===== src/design/meter_pkg.sv =====
/*
  meter control package
  bus widths, spi frame layout, register map, output modes and
  bit positions of the 29-bit conditioning bus
*/

package meter_pkg;

  ////////////////////////////////////////////////////////////
  // widths

  // conditioning bus, 4x4 mux lines + 8 monitor + 5 singles
  localparam int cond_w = 29;
  localparam int data_w = 32;
  localparam int addr_w = 7;

  // command byte is write flag then address
  localparam int cmd_w   = addr_w + 1;
  localparam int frame_w = cmd_w + data_w;

  ////////////////////////////////////////////////////////////
  // register map

  typedef enum logic [addr_w-1:0] {
    reg_led     = 7'd0,
    reg_spi_mux = 7'd1,
    reg_mode    = 7'd2,
    reg_direct  = 7'd3
  } reg_addr_t;

  // output modes, 5..7 unused and act as zeros
  typedef enum logic [2:0] {
    mode_zeros  = 3'd0,
    mode_ones   = 3'd1,
    mode_count  = 3'd2,
    mode_direct = 3'd3,
    mode_blink  = 3'd4
  } mode_t;

  // second chip select routing, other values mean none
  typedef enum logic [7:0] {
    route_none = 8'd0,
    route_4094 = 8'd1
  } route_t;

  ////////////////////////////////////////////////////////////
  // conditioning bus bit positions

  localparam int bit_azmux_lo      = 0;
  localparam int bit_himux_lo      = 4;
  localparam int bit_himux2_lo     = 8;
  localparam int bit_pc_sw         = 12;
  localparam int bit_led           = 13;
  localparam int bit_mon_lo        = 14;
  localparam int bit_adc_sw_lo     = 22;
  localparam int bit_cmpr_latch    = 26;
  localparam int bit_meas_complete = 27;
  localparam int bit_spi_int       = 28;

endpackage


===== src/design/spi_port.sv =====
`timescale 1ns/10ps

/*
  spi port
  samples the mcu spi lines on clk, shifts in 40-bit frames, issues
  register writes, shifts readback out on miso and routes the second
  chip select through to the 4094 chain
*/

module spi_port
  import meter_pkg::*;
(
  input  logic              clk,
  input  logic              rst_n,
  input  logic              spi_clk,
  input  logic              spi_cs,
  input  logic              spi_cs2,
  input  logic              spi_mosi,
  input  logic              sr_ret,
  input  route_t            spi_route,
  input  logic [data_w-1:0] rd_data,
  output logic              spi_miso,
  output logic              sr_clk,
  output logic              sr_data,
  output logic              sr_strobe,
  output logic              wr_en,
  output reg_addr_t         wr_addr,
  output reg_addr_t         rd_addr,
  output logic [data_w-1:0] wr_data
);

  // room to count one bit past a full frame
  localparam int cnt_w = $clog2(frame_w + 2);

  logic [1:0]         sck_sync;
  logic [1:0]         cs_sync;
  logic [1:0]         mosi_sync;
  logic               sck_d;
  logic               cs_d;
  logic               sck_rise;
  logic               sck_fall;
  logic               cs_fall;
  logic               cs_rise;
  logic               in_frame;
  logic               frame_ok;
  logic [cnt_w-1:0]   bit_cnt;
  logic [frame_w-1:0] shift_in;
  logic [cmd_w-1:0]   cmd_byte;
  logic               load_q;
  logic [data_w-1:0]  out_shift;
  logic               cs2_active;

  ////////////////////////////////////////////////////////////
  // two-flop synchronizers and edge detect

  always_ff @(posedge clk or negedge rst_n)
  begin
    if (!rst_n)
    begin
      sck_sync  <= '0;
      mosi_sync <= '0;
      sck_d     <= 1'b0;
      // chip select idles high
      cs_sync   <= '1;
      cs_d      <= 1'b1;
    end
    else
    begin
      sck_sync  <= {sck_sync[0], spi_clk};
      cs_sync   <= {cs_sync[0], spi_cs};
      mosi_sync <= {mosi_sync[0], spi_mosi};
      sck_d     <= sck_sync[1];
      cs_d      <= cs_sync[1];
    end
  end

  assign sck_rise = sck_sync[1] & ~sck_d;
  assign sck_fall = ~sck_sync[1] & sck_d;
  assign cs_fall  = ~cs_sync[1] & cs_d;
  assign cs_rise  = cs_sync[1] & ~cs_d;
  assign in_frame = ~cs_sync[1];

  // exactly 40 bits, short or long frames are dropped
  assign frame_ok = (bit_cnt == cnt_w'(frame_w));

  // byte just completed on this edge, msb first
  assign cmd_byte = {shift_in[cmd_w-2:0], mosi_sync[1]};

  ////////////////////////////////////////////////////////////
  // frame receive

  always_ff @(posedge clk or negedge rst_n)
  begin
    if (!rst_n)
      bit_cnt <= '0;
    else if (cs_fall)
      bit_cnt <= '0;
    else if (in_frame && sck_rise && bit_cnt <= cnt_w'(frame_w))
      bit_cnt <= bit_cnt + 1'b1;
  end

  always_ff @(posedge clk)
  begin
    if (in_frame && sck_rise)
      shift_in <= {shift_in[frame_w-2:0], mosi_sync[1]};
  end

  // latch read address at end of command byte, held to frame end
  always_ff @(posedge clk or negedge rst_n)
  begin
    if (!rst_n)
      load_q <= 1'b0;
    else
      load_q <= in_frame && sck_rise && (bit_cnt == cnt_w'(cmd_w - 1))
                && !cmd_byte[cmd_w-1];
  end

  always_ff @(posedge clk)
  begin
    if (in_frame && sck_rise && bit_cnt == cnt_w'(cmd_w - 1))
      rd_addr <= reg_addr_t'(cmd_byte[addr_w-1:0]);
  end

  // write strobe once the frame closes, flag in frame bit 39
  always_ff @(posedge clk or negedge rst_n)
  begin
    if (!rst_n)
      wr_en <= 1'b0;
    else
      wr_en <= cs_rise & frame_ok & shift_in[frame_w-1];
  end

  always_ff @(posedge clk)
  begin
    if (cs_rise && frame_ok)
    begin
      wr_addr <= reg_addr_t'(shift_in[frame_w-2 -: addr_w]);
      wr_data <= shift_in[data_w-1:0];
    end
  end

  ////////////////////////////////////////////////////////////
  // readback shifter

  // first data bit must stay up across the falling edge after
  // the command byte, so shifting starts from bit 9
  always_ff @(posedge clk or negedge rst_n)
  begin
    if (!rst_n)
      out_shift <= '0;
    else if (cs_fall || cs_rise)
      out_shift <= '0;
    else if (load_q)
      out_shift <= rd_data;
    else if (in_frame && sck_fall && bit_cnt > cnt_w'(cmd_w))
      out_shift <= {out_shift[data_w-2:0], 1'b0};
  end

  ////////////////////////////////////////////////////////////
  // 4094 pass-through, straight from the pins

  assign cs2_active = (spi_route == route_4094) & ~spi_cs2;

  // strobe high lets the 4094 outputs follow while selected
  assign sr_strobe = cs2_active;
  assign sr_clk    = cs2_active & spi_clk;
  assign sr_data   = cs2_active & spi_mosi;
  assign spi_miso  = cs2_active ? sr_ret : out_shift[data_w-1];

endmodule


===== src/design/reg_bank.sv =====
`timescale 1ns/10ps

/*
  register bank
  four mcu-writable control registers with address decode
  and combinational readback
*/

module reg_bank
  import meter_pkg::*;
(
  input  logic              clk,
  input  logic              rst_n,
  input  logic              wr_en,
  input  reg_addr_t         wr_addr,
  input  logic [data_w-1:0] wr_data,
  input  reg_addr_t         rd_addr,
  output logic [data_w-1:0] rd_data,
  output mode_t             mode,
  output logic [cond_w-1:0] direct,
  output route_t            spi_route
);

  // full 32-bit storage, upper bits read back as written
  logic [data_w-1:0] r_led;
  logic [data_w-1:0] r_spi_mux;
  logic [data_w-1:0] r_mode;
  logic [data_w-1:0] r_direct;

  ////////////////////////////////////////////////////////////
  // write decode

  always_ff @(posedge clk or negedge rst_n)
  begin
    if (!rst_n)
    begin
      r_led     <= '0;
      r_spi_mux <= '0;
      r_mode    <= '0;
      r_direct  <= '0;
    end
    else if (wr_en)
    begin
      case (wr_addr)
        reg_led:     r_led     <= wr_data;
        reg_spi_mux: r_spi_mux <= wr_data;
        reg_mode:    r_mode    <= wr_data;
        reg_direct:  r_direct  <= wr_data;
        // unmapped addresses are ignored
        default: ;
      endcase
    end
  end

  ////////////////////////////////////////////////////////////
  // readback

  always_comb
  begin
    case (rd_addr)
      reg_led:     rd_data = r_led;
      reg_spi_mux: rd_data = r_spi_mux;
      reg_mode:    rd_data = r_mode;
      reg_direct:  rd_data = r_direct;
      default:     rd_data = '0;
    endcase
  end

  ////////////////////////////////////////////////////////////
  // field views for the later stages

  // low 3 bits pick the mode
  assign mode      = mode_t'(r_mode[2:0]);
  assign direct    = r_direct[cond_w-1:0];
  // low byte picks the cs2 target
  assign spi_route = route_t'(r_spi_mux[7:0]);

endmodule


===== src/design/pattern_gen.sv =====
`timescale 1ns/10ps

/*
  test pattern generator
  free-running count pattern, and a blink pattern that toggles
  the pre-charge switch and led over the direct value
*/

module pattern_gen
  import meter_pkg::*;
#(
  parameter int clk_freq = 20000000,
  parameter int blink_hz = 10
)
(
  input  logic              clk,
  input  logic              rst_n,
  input  logic [cond_w-1:0] direct,
  output logic [cond_w-1:0] count_pat,
  output logic [cond_w-1:0] blink_pat
);

  // divider terminal count, one toggle per terminal
  localparam int div_top = clk_freq / blink_hz;
  localparam int div_w   = $clog2(div_top + 1);

  logic [div_w-1:0] div_cnt;
  // bit 0 drives pc_sw, bit 1 drives led
  logic [1:0]       phase;

  ////////////////////////////////////////////////////////////
  // count pattern

  always_ff @(posedge clk or negedge rst_n)
  begin
    if (!rst_n)
      count_pat <= '0;
    else
      count_pat <= count_pat + 1'b1;
  end

  ////////////////////////////////////////////////////////////
  // blink divider

  always_ff @(posedge clk or negedge rst_n)
  begin
    if (!rst_n)
    begin
      div_cnt <= '0;
      phase   <= '0;
    end
    else if (div_cnt == div_w'(div_top))
    begin
      // restart and flip both lines together
      div_cnt <= '0;
      phase   <= ~phase;
    end
    else
      div_cnt <= div_cnt + 1'b1;
  end

  // direct value with the two blink bits overridden
  always_comb
  begin
    blink_pat            = direct;
    blink_pat[bit_pc_sw] = phase[0];
    blink_pat[bit_led]   = phase[1];
  end

endmodule


===== src/design/output_select.sv =====
`timescale 1ns/10ps

/*
  output selector
  registers the conditioning bus source picked by the
  mode register, unused modes give all zeros
*/

module output_select
  import meter_pkg::*;
(
  input  logic              clk,
  input  logic              rst_n,
  input  mode_t             mode,
  input  logic [cond_w-1:0] direct,
  input  logic [cond_w-1:0] count_pat,
  input  logic [cond_w-1:0] blink_pat,
  output logic [cond_w-1:0] cond
);

  logic [cond_w-1:0] cond_next;

  ////////////////////////////////////////////////////////////
  // source mux

  always_comb
  begin
    case (mode)
      mode_zeros:  cond_next = '0;
      mode_ones:   cond_next = '1;
      mode_count:  cond_next = count_pat;
      mode_direct: cond_next = direct;
      mode_blink:  cond_next = blink_pat;
      // modes 5 to 7
      default:     cond_next = '0;
    endcase
  end

  // one register stage so the pins change cleanly on clk
  always_ff @(posedge clk or negedge rst_n)
  begin
    if (!rst_n)
      cond <= '0;
    else
      cond <= cond_next;
  end

endmodule


===== src/design/meter_ctl_top.sv =====
`timescale 1ns/10ps

/*
  meter board control fpga top
  spi port, register bank, pattern generator and output
  selector, with the conditioning bus split onto board pins
*/

module meter_ctl_top
  import meter_pkg::*;
#(
  parameter int clk_freq = 20000000,
  parameter int blink_hz = 10
)
(
  input  logic       clk,
  input  logic       rst_n,
  input  logic       spi_clk,
  input  logic       spi_cs,
  input  logic       spi_cs2,
  input  logic       spi_mosi,
  input  logic       sr_ret,
  output logic       spi_miso,
  output logic       sr_clk,
  output logic       sr_data,
  output logic       sr_strobe,
  output logic [3:0] azmux,
  output logic [3:0] himux,
  output logic [3:0] himux2,
  output logic       pc_sw,
  output logic       led,
  output logic [7:0] mon,
  output logic [3:0] adc_sw,
  output logic       cmpr_latch,
  output logic       meas_complete,
  output logic       spi_int
);

  logic              wr_en;
  reg_addr_t         wr_addr;
  reg_addr_t         rd_addr;
  logic [data_w-1:0] wr_data;
  logic [data_w-1:0] rd_data;
  mode_t             mode;
  logic [cond_w-1:0] direct;
  route_t            spi_route;
  logic [cond_w-1:0] count_pat;
  logic [cond_w-1:0] blink_pat;
  logic [cond_w-1:0] cond;

  ////////////////////////////////////////////////////////////
  // stages

  spi_port spi_port_i (
    .clk       (clk),
    .rst_n     (rst_n),
    .spi_clk   (spi_clk),
    .spi_cs    (spi_cs),
    .spi_cs2   (spi_cs2),
    .spi_mosi  (spi_mosi),
    .sr_ret    (sr_ret),
    .spi_route (spi_route),
    .rd_data   (rd_data),
    .spi_miso  (spi_miso),
    .sr_clk    (sr_clk),
    .sr_data   (sr_data),
    .sr_strobe (sr_strobe),
    .wr_en     (wr_en),
    .wr_addr   (wr_addr),
    .rd_addr   (rd_addr),
    .wr_data   (wr_data)
  );

  reg_bank reg_bank_i (
    .clk       (clk),
    .rst_n     (rst_n),
    .wr_en     (wr_en),
    .wr_addr   (wr_addr),
    .wr_data   (wr_data),
    .rd_addr   (rd_addr),
    .rd_data   (rd_data),
    .mode      (mode),
    .direct    (direct),
    .spi_route (spi_route)
  );

  pattern_gen #(
    .clk_freq (clk_freq),
    .blink_hz (blink_hz)
  ) pattern_gen_i (
    .clk       (clk),
    .rst_n     (rst_n),
    .direct    (direct),
    .count_pat (count_pat),
    .blink_pat (blink_pat)
  );

  output_select output_select_i (
    .clk       (clk),
    .rst_n     (rst_n),
    .mode      (mode),
    .direct    (direct),
    .count_pat (count_pat),
    .blink_pat (blink_pat),
    .cond      (cond)
  );

  ////////////////////////////////////////////////////////////
  // conditioning bus to pins

  // mux groups are en, a2, a1, a0 from msb down
  assign azmux         = cond[bit_azmux_lo +: 4];
  assign himux         = cond[bit_himux_lo +: 4];
  assign himux2        = cond[bit_himux2_lo +: 4];
  assign pc_sw         = cond[bit_pc_sw];
  assign led           = cond[bit_led];
  assign mon           = cond[bit_mon_lo +: 8];
  assign adc_sw        = cond[bit_adc_sw_lo +: 4];
  assign cmpr_latch    = cond[bit_cmpr_latch];
  assign meas_complete = cond[bit_meas_complete];
  assign spi_int       = cond[bit_spi_int];

endmodule


===== config.mk =====
export PLATFORM = sky130hd
export DESIGN_NAME = meter_ctl_top
export DESIGN_NICKNAME = d
export VERILOG_FILES = /design/src/design/meter_pkg.sv /design/src/design/spi_port.sv /design/src/design/reg_bank.sv /design/src/design/pattern_gen.sv /design/src/design/output_select.sv /design/src/design/meter_ctl_top.sv
export SDC_FILE = /design/constraint.sdc
export NUM_CORES = 1
export LEC_CHECK = 0
export BUFFER_PORTS_ARGS = -buffer_cell sky130_fd_sc_hd__buf_2
export CAP_MARGIN = 5
export CORE_ASPECT_RATIO = 1.75
export CORE_UTILIZATION = 30
export CTS_CLUSTER_SIZE = 30
export DETAILED_ROUTE_END_ITERATION = 8
export GPL_TIMING_DRIVEN = 0
export PLACE_DENSITY = 0.41
export SYNTH_ARGS = -nofsm -noshare
export SYNTH_HDL_FRONTEND = slang
export SYNTH_SLANG_ARGS = --single-unit
export TNS_END_PERCENT = 50

===== constraint.sdc =====
create_clock -name clk -period 7 [get_ports clk]
set_input_delay 1.05 -clock clk [delete_from_list [all_inputs] [get_ports clk]]
set_output_delay 1.05 -clock clk [all_outputs]
set_load 0.01 [all_outputs]

# Word level (Yosys, flattened, before mapping)
# Index checks and enable logic that the tools add are counted.
# classes
muxes	9
n_reduce_logical	17
n_eq_ne	14
addsub	3
n_lt_le_gt_ge	2
bitwise	15
# op_table
cell	n
$pmux W32 S4	1
$pmux W29 S4	1
$mux W32	3
$add A29 B1 Y29 const B	1
$eq A7 B2 Y1 const B	4
$add A21 B1 Y21 const B	1
$eq A21 B21 Y1 const B	1
$mux W21	1
$eq A7 B1 Y1 const B	2
$logic_not A7 Y1	2
$mux W6	2
$and A1 B1 Y1	9
$eq A8 B1 Y1 const B	1
$reduce_and A2 Y1	4
$logic_and A1 B1 Y1	7
$add A6 B1 Y6 const B	1
$eq A3 B2 Y1 const B	2
$eq A6 B3 Y1 const B	1
$eq A6 B6 Y1 const B	1
$gt A6 B4 Y1 const B	1
$le A6 B6 Y1 const B	1
$not A1 Y1	5
$eq A3 B1 Y1 const B	1
$eq A3 B3 Y1 const B	1
6 further kinds	6
# word_totals
wordCells	81
ff_bits	343
out_inout_bits	33
input_bits	7

# Longest topological paths before layout
# logic_depth
ltp_word	7
mapped_depth	7
mapped_depth_nobuf	6

# Hierarchy
# Synthesis repeated with hierarchy kept, for this count alone.
# unflattened
cells_unflattened	1135
area_unflattened_um2	15431.0
# modules_own_cells
mod	area_each_um2	n_inst	seq_area_each_um2	cells_per_inst
reg_bank	5979.5	1	3203.1	428
spi_port	5227.5	1	3787.4	334
pattern_gen	2583.7	1	1301.2	237
output_select	1640.3	1	725.7	136

# Worst setup path after synthesis
# No wires, ideal clock.
# synth_path
kind	reg-to-reg
start	register spi_port_i.cs_sync[1]
end	register spi_port_i.wr_addr[0], enable pin
stages_incl_launch_ff	4
path_buffers	0
period_less_slack_ns	5.074
setup_ns	0.535
arrival_ns	4.539
t_required_ns	6.465
slack_ns	1.926
path_cell_list	dfstp_2 -> ha_1 -> nand4b_1 -> nor4_1
# synth_via
elab_chain_cells	2
# synth_rtl
element	line_no	source
start, declared	spi_port.sv:36	logic [1:0] cs_sync;
start signal, assigned	spi_port.sv:70	cs_sync <= {cs_sync[0], spi_cs};
$and A1 B1 Y1	spi_port.sv:80	assign cs_rise = cs_sync[1] & ~cs_d;
$logic_and A1 B1 Y1	spi_port.sv:135	if (cs_rise && frame_ok)
end signal, assigned	spi_port.sv:137	wr_addr <= reg_addr_t'(shift_in[frame_w-2 -: addr_w]);
end, declared	spi_port.sv:27	output reg_addr_t wr_addr,
# No other way between the ends.
# A chain may end at the register's enable or synchronous reset.

# Final worst setup path
# layout_path
start	register reg_bank_i.r_spi_mux[3]
end	output port spi_miso
# layout_via
elab_chain_cells	3
# layout_rtl
element	line_no	source
start, declared	reg_bank.sv:26	logic [data_w-1:0] r_spi_mux;
start signal, assigned	reg_bank.sv:46	reg_spi_mux: r_spi_mux <= wr_data;
$eq A8 B1 Y1	spi_port.sv:162	assign cs2_active = (spi_route == route_4094) & ~spi_cs2;
$and A1 B1 Y1	spi_port.sv:162	
$mux W1	spi_port.sv:168	assign spi_miso = cs2_active ? sr_ret : out_shift[data_w-1];
end, declared	meter_ctl_top.sv:23	output logic spi_miso,
# No other way between the ends.

==> key figures <==
Drt
  • Top sig layer: met4
  • WL per Instance: around 21 µm
  • Count of TritonRoute iterations in the first routing pass: 7
  • Routed met3 length: roughly 910 µm
  • DRT met1 WL: 13.95 mm
  • Met2 wire len: between 15 and 20 mm
  • Via-per-instance ratio: between 4 and 5
  • DR DRC count: 14
  • Routed Antenna Nets: 0
  • Final WL: 34.89 mm
  • First DRT Iteration DRCs: 497
  • DR vias: approximately 8000

Logic synthesis
  • Synth unique cells: 49
  • Post-synth top cells: 254 x dfrtp_1, 130 x mux2_2, 86 x edfxtp_1
  • Async SR Flop Fraction: 0.7493
  • Post-synth EDFFs: 86
  • #FFs+latches synth: between 300 and 400
  • Syn Area/Cell: roughly 15 µm²
  • Area share of the largest cell type after synthesis: 0.4544
  • Synth Instances: 957
  • Cell area after synthesis: ~14000 µm²
  • Syn Nets: around 1000
  • Register area share after synthesis: 0.6446
  • Top FF cell, synth: dfrtp_1
  • Synth Warn #: 0
  • Post-synth top area cell: dfrtp_1
  • Synth area leaders: dfrtp_1 45%, edfxtp_1 18%, mux2_2 10%
  • Count leader, synth: dfrtp_1

STA
  • Setup TNS: 0 ns
  • Final Max Tran Viols: 0
  • Setup violators final: 0
  • Final min period: between 3 and 4 ns
  • Crit share post-route: 0.5455
  • Fmax: approximately 260 MHz
  • Worst slew pin tran: between 1 and 1.5 ns
  • Endpoints failing hold: 0
  • Relative slew slack: 0.2433
  • RSZ-0062 raised after global routing: no
  • Setup Skew: approximately 0.019 ns

CTS
  • Hold Buf Count CTS: 0
  • Clock Tree Buf Depth: 3
  • Num CTS Buffers: 35
  • CTS tree: done
  • H-Tree Depth: 2
  • Root Buffer: clkbuf_16
  • Skew-Pair Late Insertion Delay: roughly 0.54 ns
  • Post-cts sizing count: 0
  • Clock slew at reported path FFs: about 0.07 ns
  • Total setup buffers inserted after CTS: 0
  • Clock sink count: between 300 and 400

Global routing
  • Vias in the first global route: between 8000 and 9000
  • Initial antenna violation count: 0
  • Pin count of the biggest net entering global routing: between 90 and 100
  • GRT Total Usage: 0.1545
  • Total gr overflow: 0
  • Global-route wire length before repair: roughly 54 mm

Worst hold path
  • Min-Delay Path Class: reg -> reg

Floorplan
  • Starting Density: 0.3037
  • Site Rows: between 100 and 150
  • Die H: approximately 290 µm
  • Full die area: roughly 48000 µm²
  • Core Area: around 46000 µm²
  • Width of the die: around 170 µm
  • Num ports: 40

Final layout
  • Layout Utilization: 0.3532
  • Area Overhead vs Synth: 16.30%
  • Ratio of cells with drive above 1 in the final layout: 0.2733
  • Final net count: 1059
  • Ant. Diodes: 0

Power
  • Pwr Density: 250.3 nW/µm²
  • P_sw: between 800 and 900 µW
  • Sequential Power Share: 0.507
  • Leak Pwr: about 7.2 nW
  • Combinational power share: 0.015
  • Clock group share of total power: 0.478
  • Sw Ratio: 0.2153
  • Internal: between 3 and 4 mW
  • Peak supply drop: around 0.00013 V

Worst setup path
  • WS Path Type: reg -> out
  • CP required: around 6.0 ns
  • Startpoint Class: flip-flop
  • Worst setup EP type: output pin
  • Max FO, Critical Path: 4
  • Worst EP arrival: 2.77 ns

Flow run
  • Max-cap violations: 0

Placement
  • HPWL after DPL: approximately 24 mm
  • # port buffers: 39
  • Gpl congestion: roughly 0.76

Status
  • Failing checks: DRC
  • Status: finished with violations
cells in the final DEF, fill, tap and decap left out, types with 14 or more instances in the layout:
master     Yosys  routed
a21oi_1       33      33
a221o_1       30      30
buf_2         12      50
clkbuf_1      33      38
clkbuf_16      0      37
dfrtp_1      254     254
edfxtp_1      86      86
inv_1         14      14
mux2_2       130     130
mux4_2        32      32
nand2_1       45      45
nand3_1       21      21
nand4_1       14      14
nor2_1        49      49
nor2b_1       35      35
o31ai_1       30      30
xnor2_1       23      23
xor2_1        21      21
cell type report:
type	instances	area, µm²
fill	4532	29800
buffer	50	225.2
clock buffer	46	999.7
multi-input combinational	550	4705
timing repair buffer	51	354.1
inverter	14	52.55
sequential	343	9017
tap	583	729.5
clock inverter	18	185.2
routing by layer:
layer	vias up	GRT usage
met3	44	0.01974
met2	101	0.2858
met1	4161	0.1838
li1	3695	-
met5	-	0
met4	0	0.04289
cells by family (layout without fill, tap and decap cells):
logic type      after synthesis  in the layout  synth area share
xor+xnor                     44             44           0.02755
simple gates                226            226           0.08631
flops                       343            343            0.6446
mux                         165            165            0.1584
compound gates              108            108           0.05698
fa+ha+maj                     7              7          0.006261
buf+inv                      64            179           0.01986
power by group through the flow:
stage	Clock [mW]	Sequential (mW)	Combinational [mW]
after floorplan	0	2.10	0.0143
after global placement	0	2.11	0.0572
after detailed placement	0	2.10	0.0641
after CTS	2.02	2.06	0.0644
after global routing	2.08	2.07	0.0704
final	1.95	2.07	0.0600
state kept, by name, indices dropped and copies added (netlist names), 32 cells and up:
register and cells:
spi_port_i.out_shift 32, reg_bank_i.r_mode 32, reg_bank_i.r_direct 32, spi_port_i.wr_data 32, reg_bank_i.r_led 32, spi_port_i.shift_in 40, reg_bank_i.r_spi_mux 32
path summary, 6_finish.rpt:
kind | start | endpoint | slack [ns] | cells after the start
worst min register to register | spi_port_i.sck_sync[0] | spi_port_i.sck_sync[1] | 0.35 | 0
worst max-delay path | reg_bank_i.r_spi_mux[3] | spi_miso | 3.18 | 5
max in group asynchronous | rst_n | reg_bank_i.r_direct[9] | 5.49 | 2
worst max register to register | spi_port_i.cs_sync[1] | spi_port_i.rd_addr[4] | 4.52 | 3
min in group asynchronous | rst_n | reg_bank_i.r_spi_mux[23] | 0.53 | 1
worst min-delay path | spi_port_i.sck_sync[0] | spi_port_i.sck_sync[1] | 0.35 | 0
through the flow:
stage | hold WS, ns | instances | power [mW] | area [µm²] | setup slack (ns)
2_1_floorplan | 0.3312 | 957 | 2.116 | 13990 | 1.926
3_3_place_gp | 0.3361 | 1579 | 2.163 | 14910 | -1.692
3_5_place_dp | 0.3355 | 1591 | 2.168 | 15080 | 3.016
4_1_cts | 0.3503 | 1655 | 4.150 | 16270 | 2.966
5_1_grt | 0.3546 | 1655 | 4.220 | 16270 | 2.961
6_report | 0.3482 | 1655 | 4.072 | 16270 | 3.182
worst max-delay path, stage by stage, from the launching register on:
cell      delay, ns
dfrtp_1        0.40
nor4_1         0.26
nand3b_1       0.15
nor4_1         0.87
mux2_2         0.42
buf_2          0.14
No activity file was read; power rests on OpenSTA's default activity.
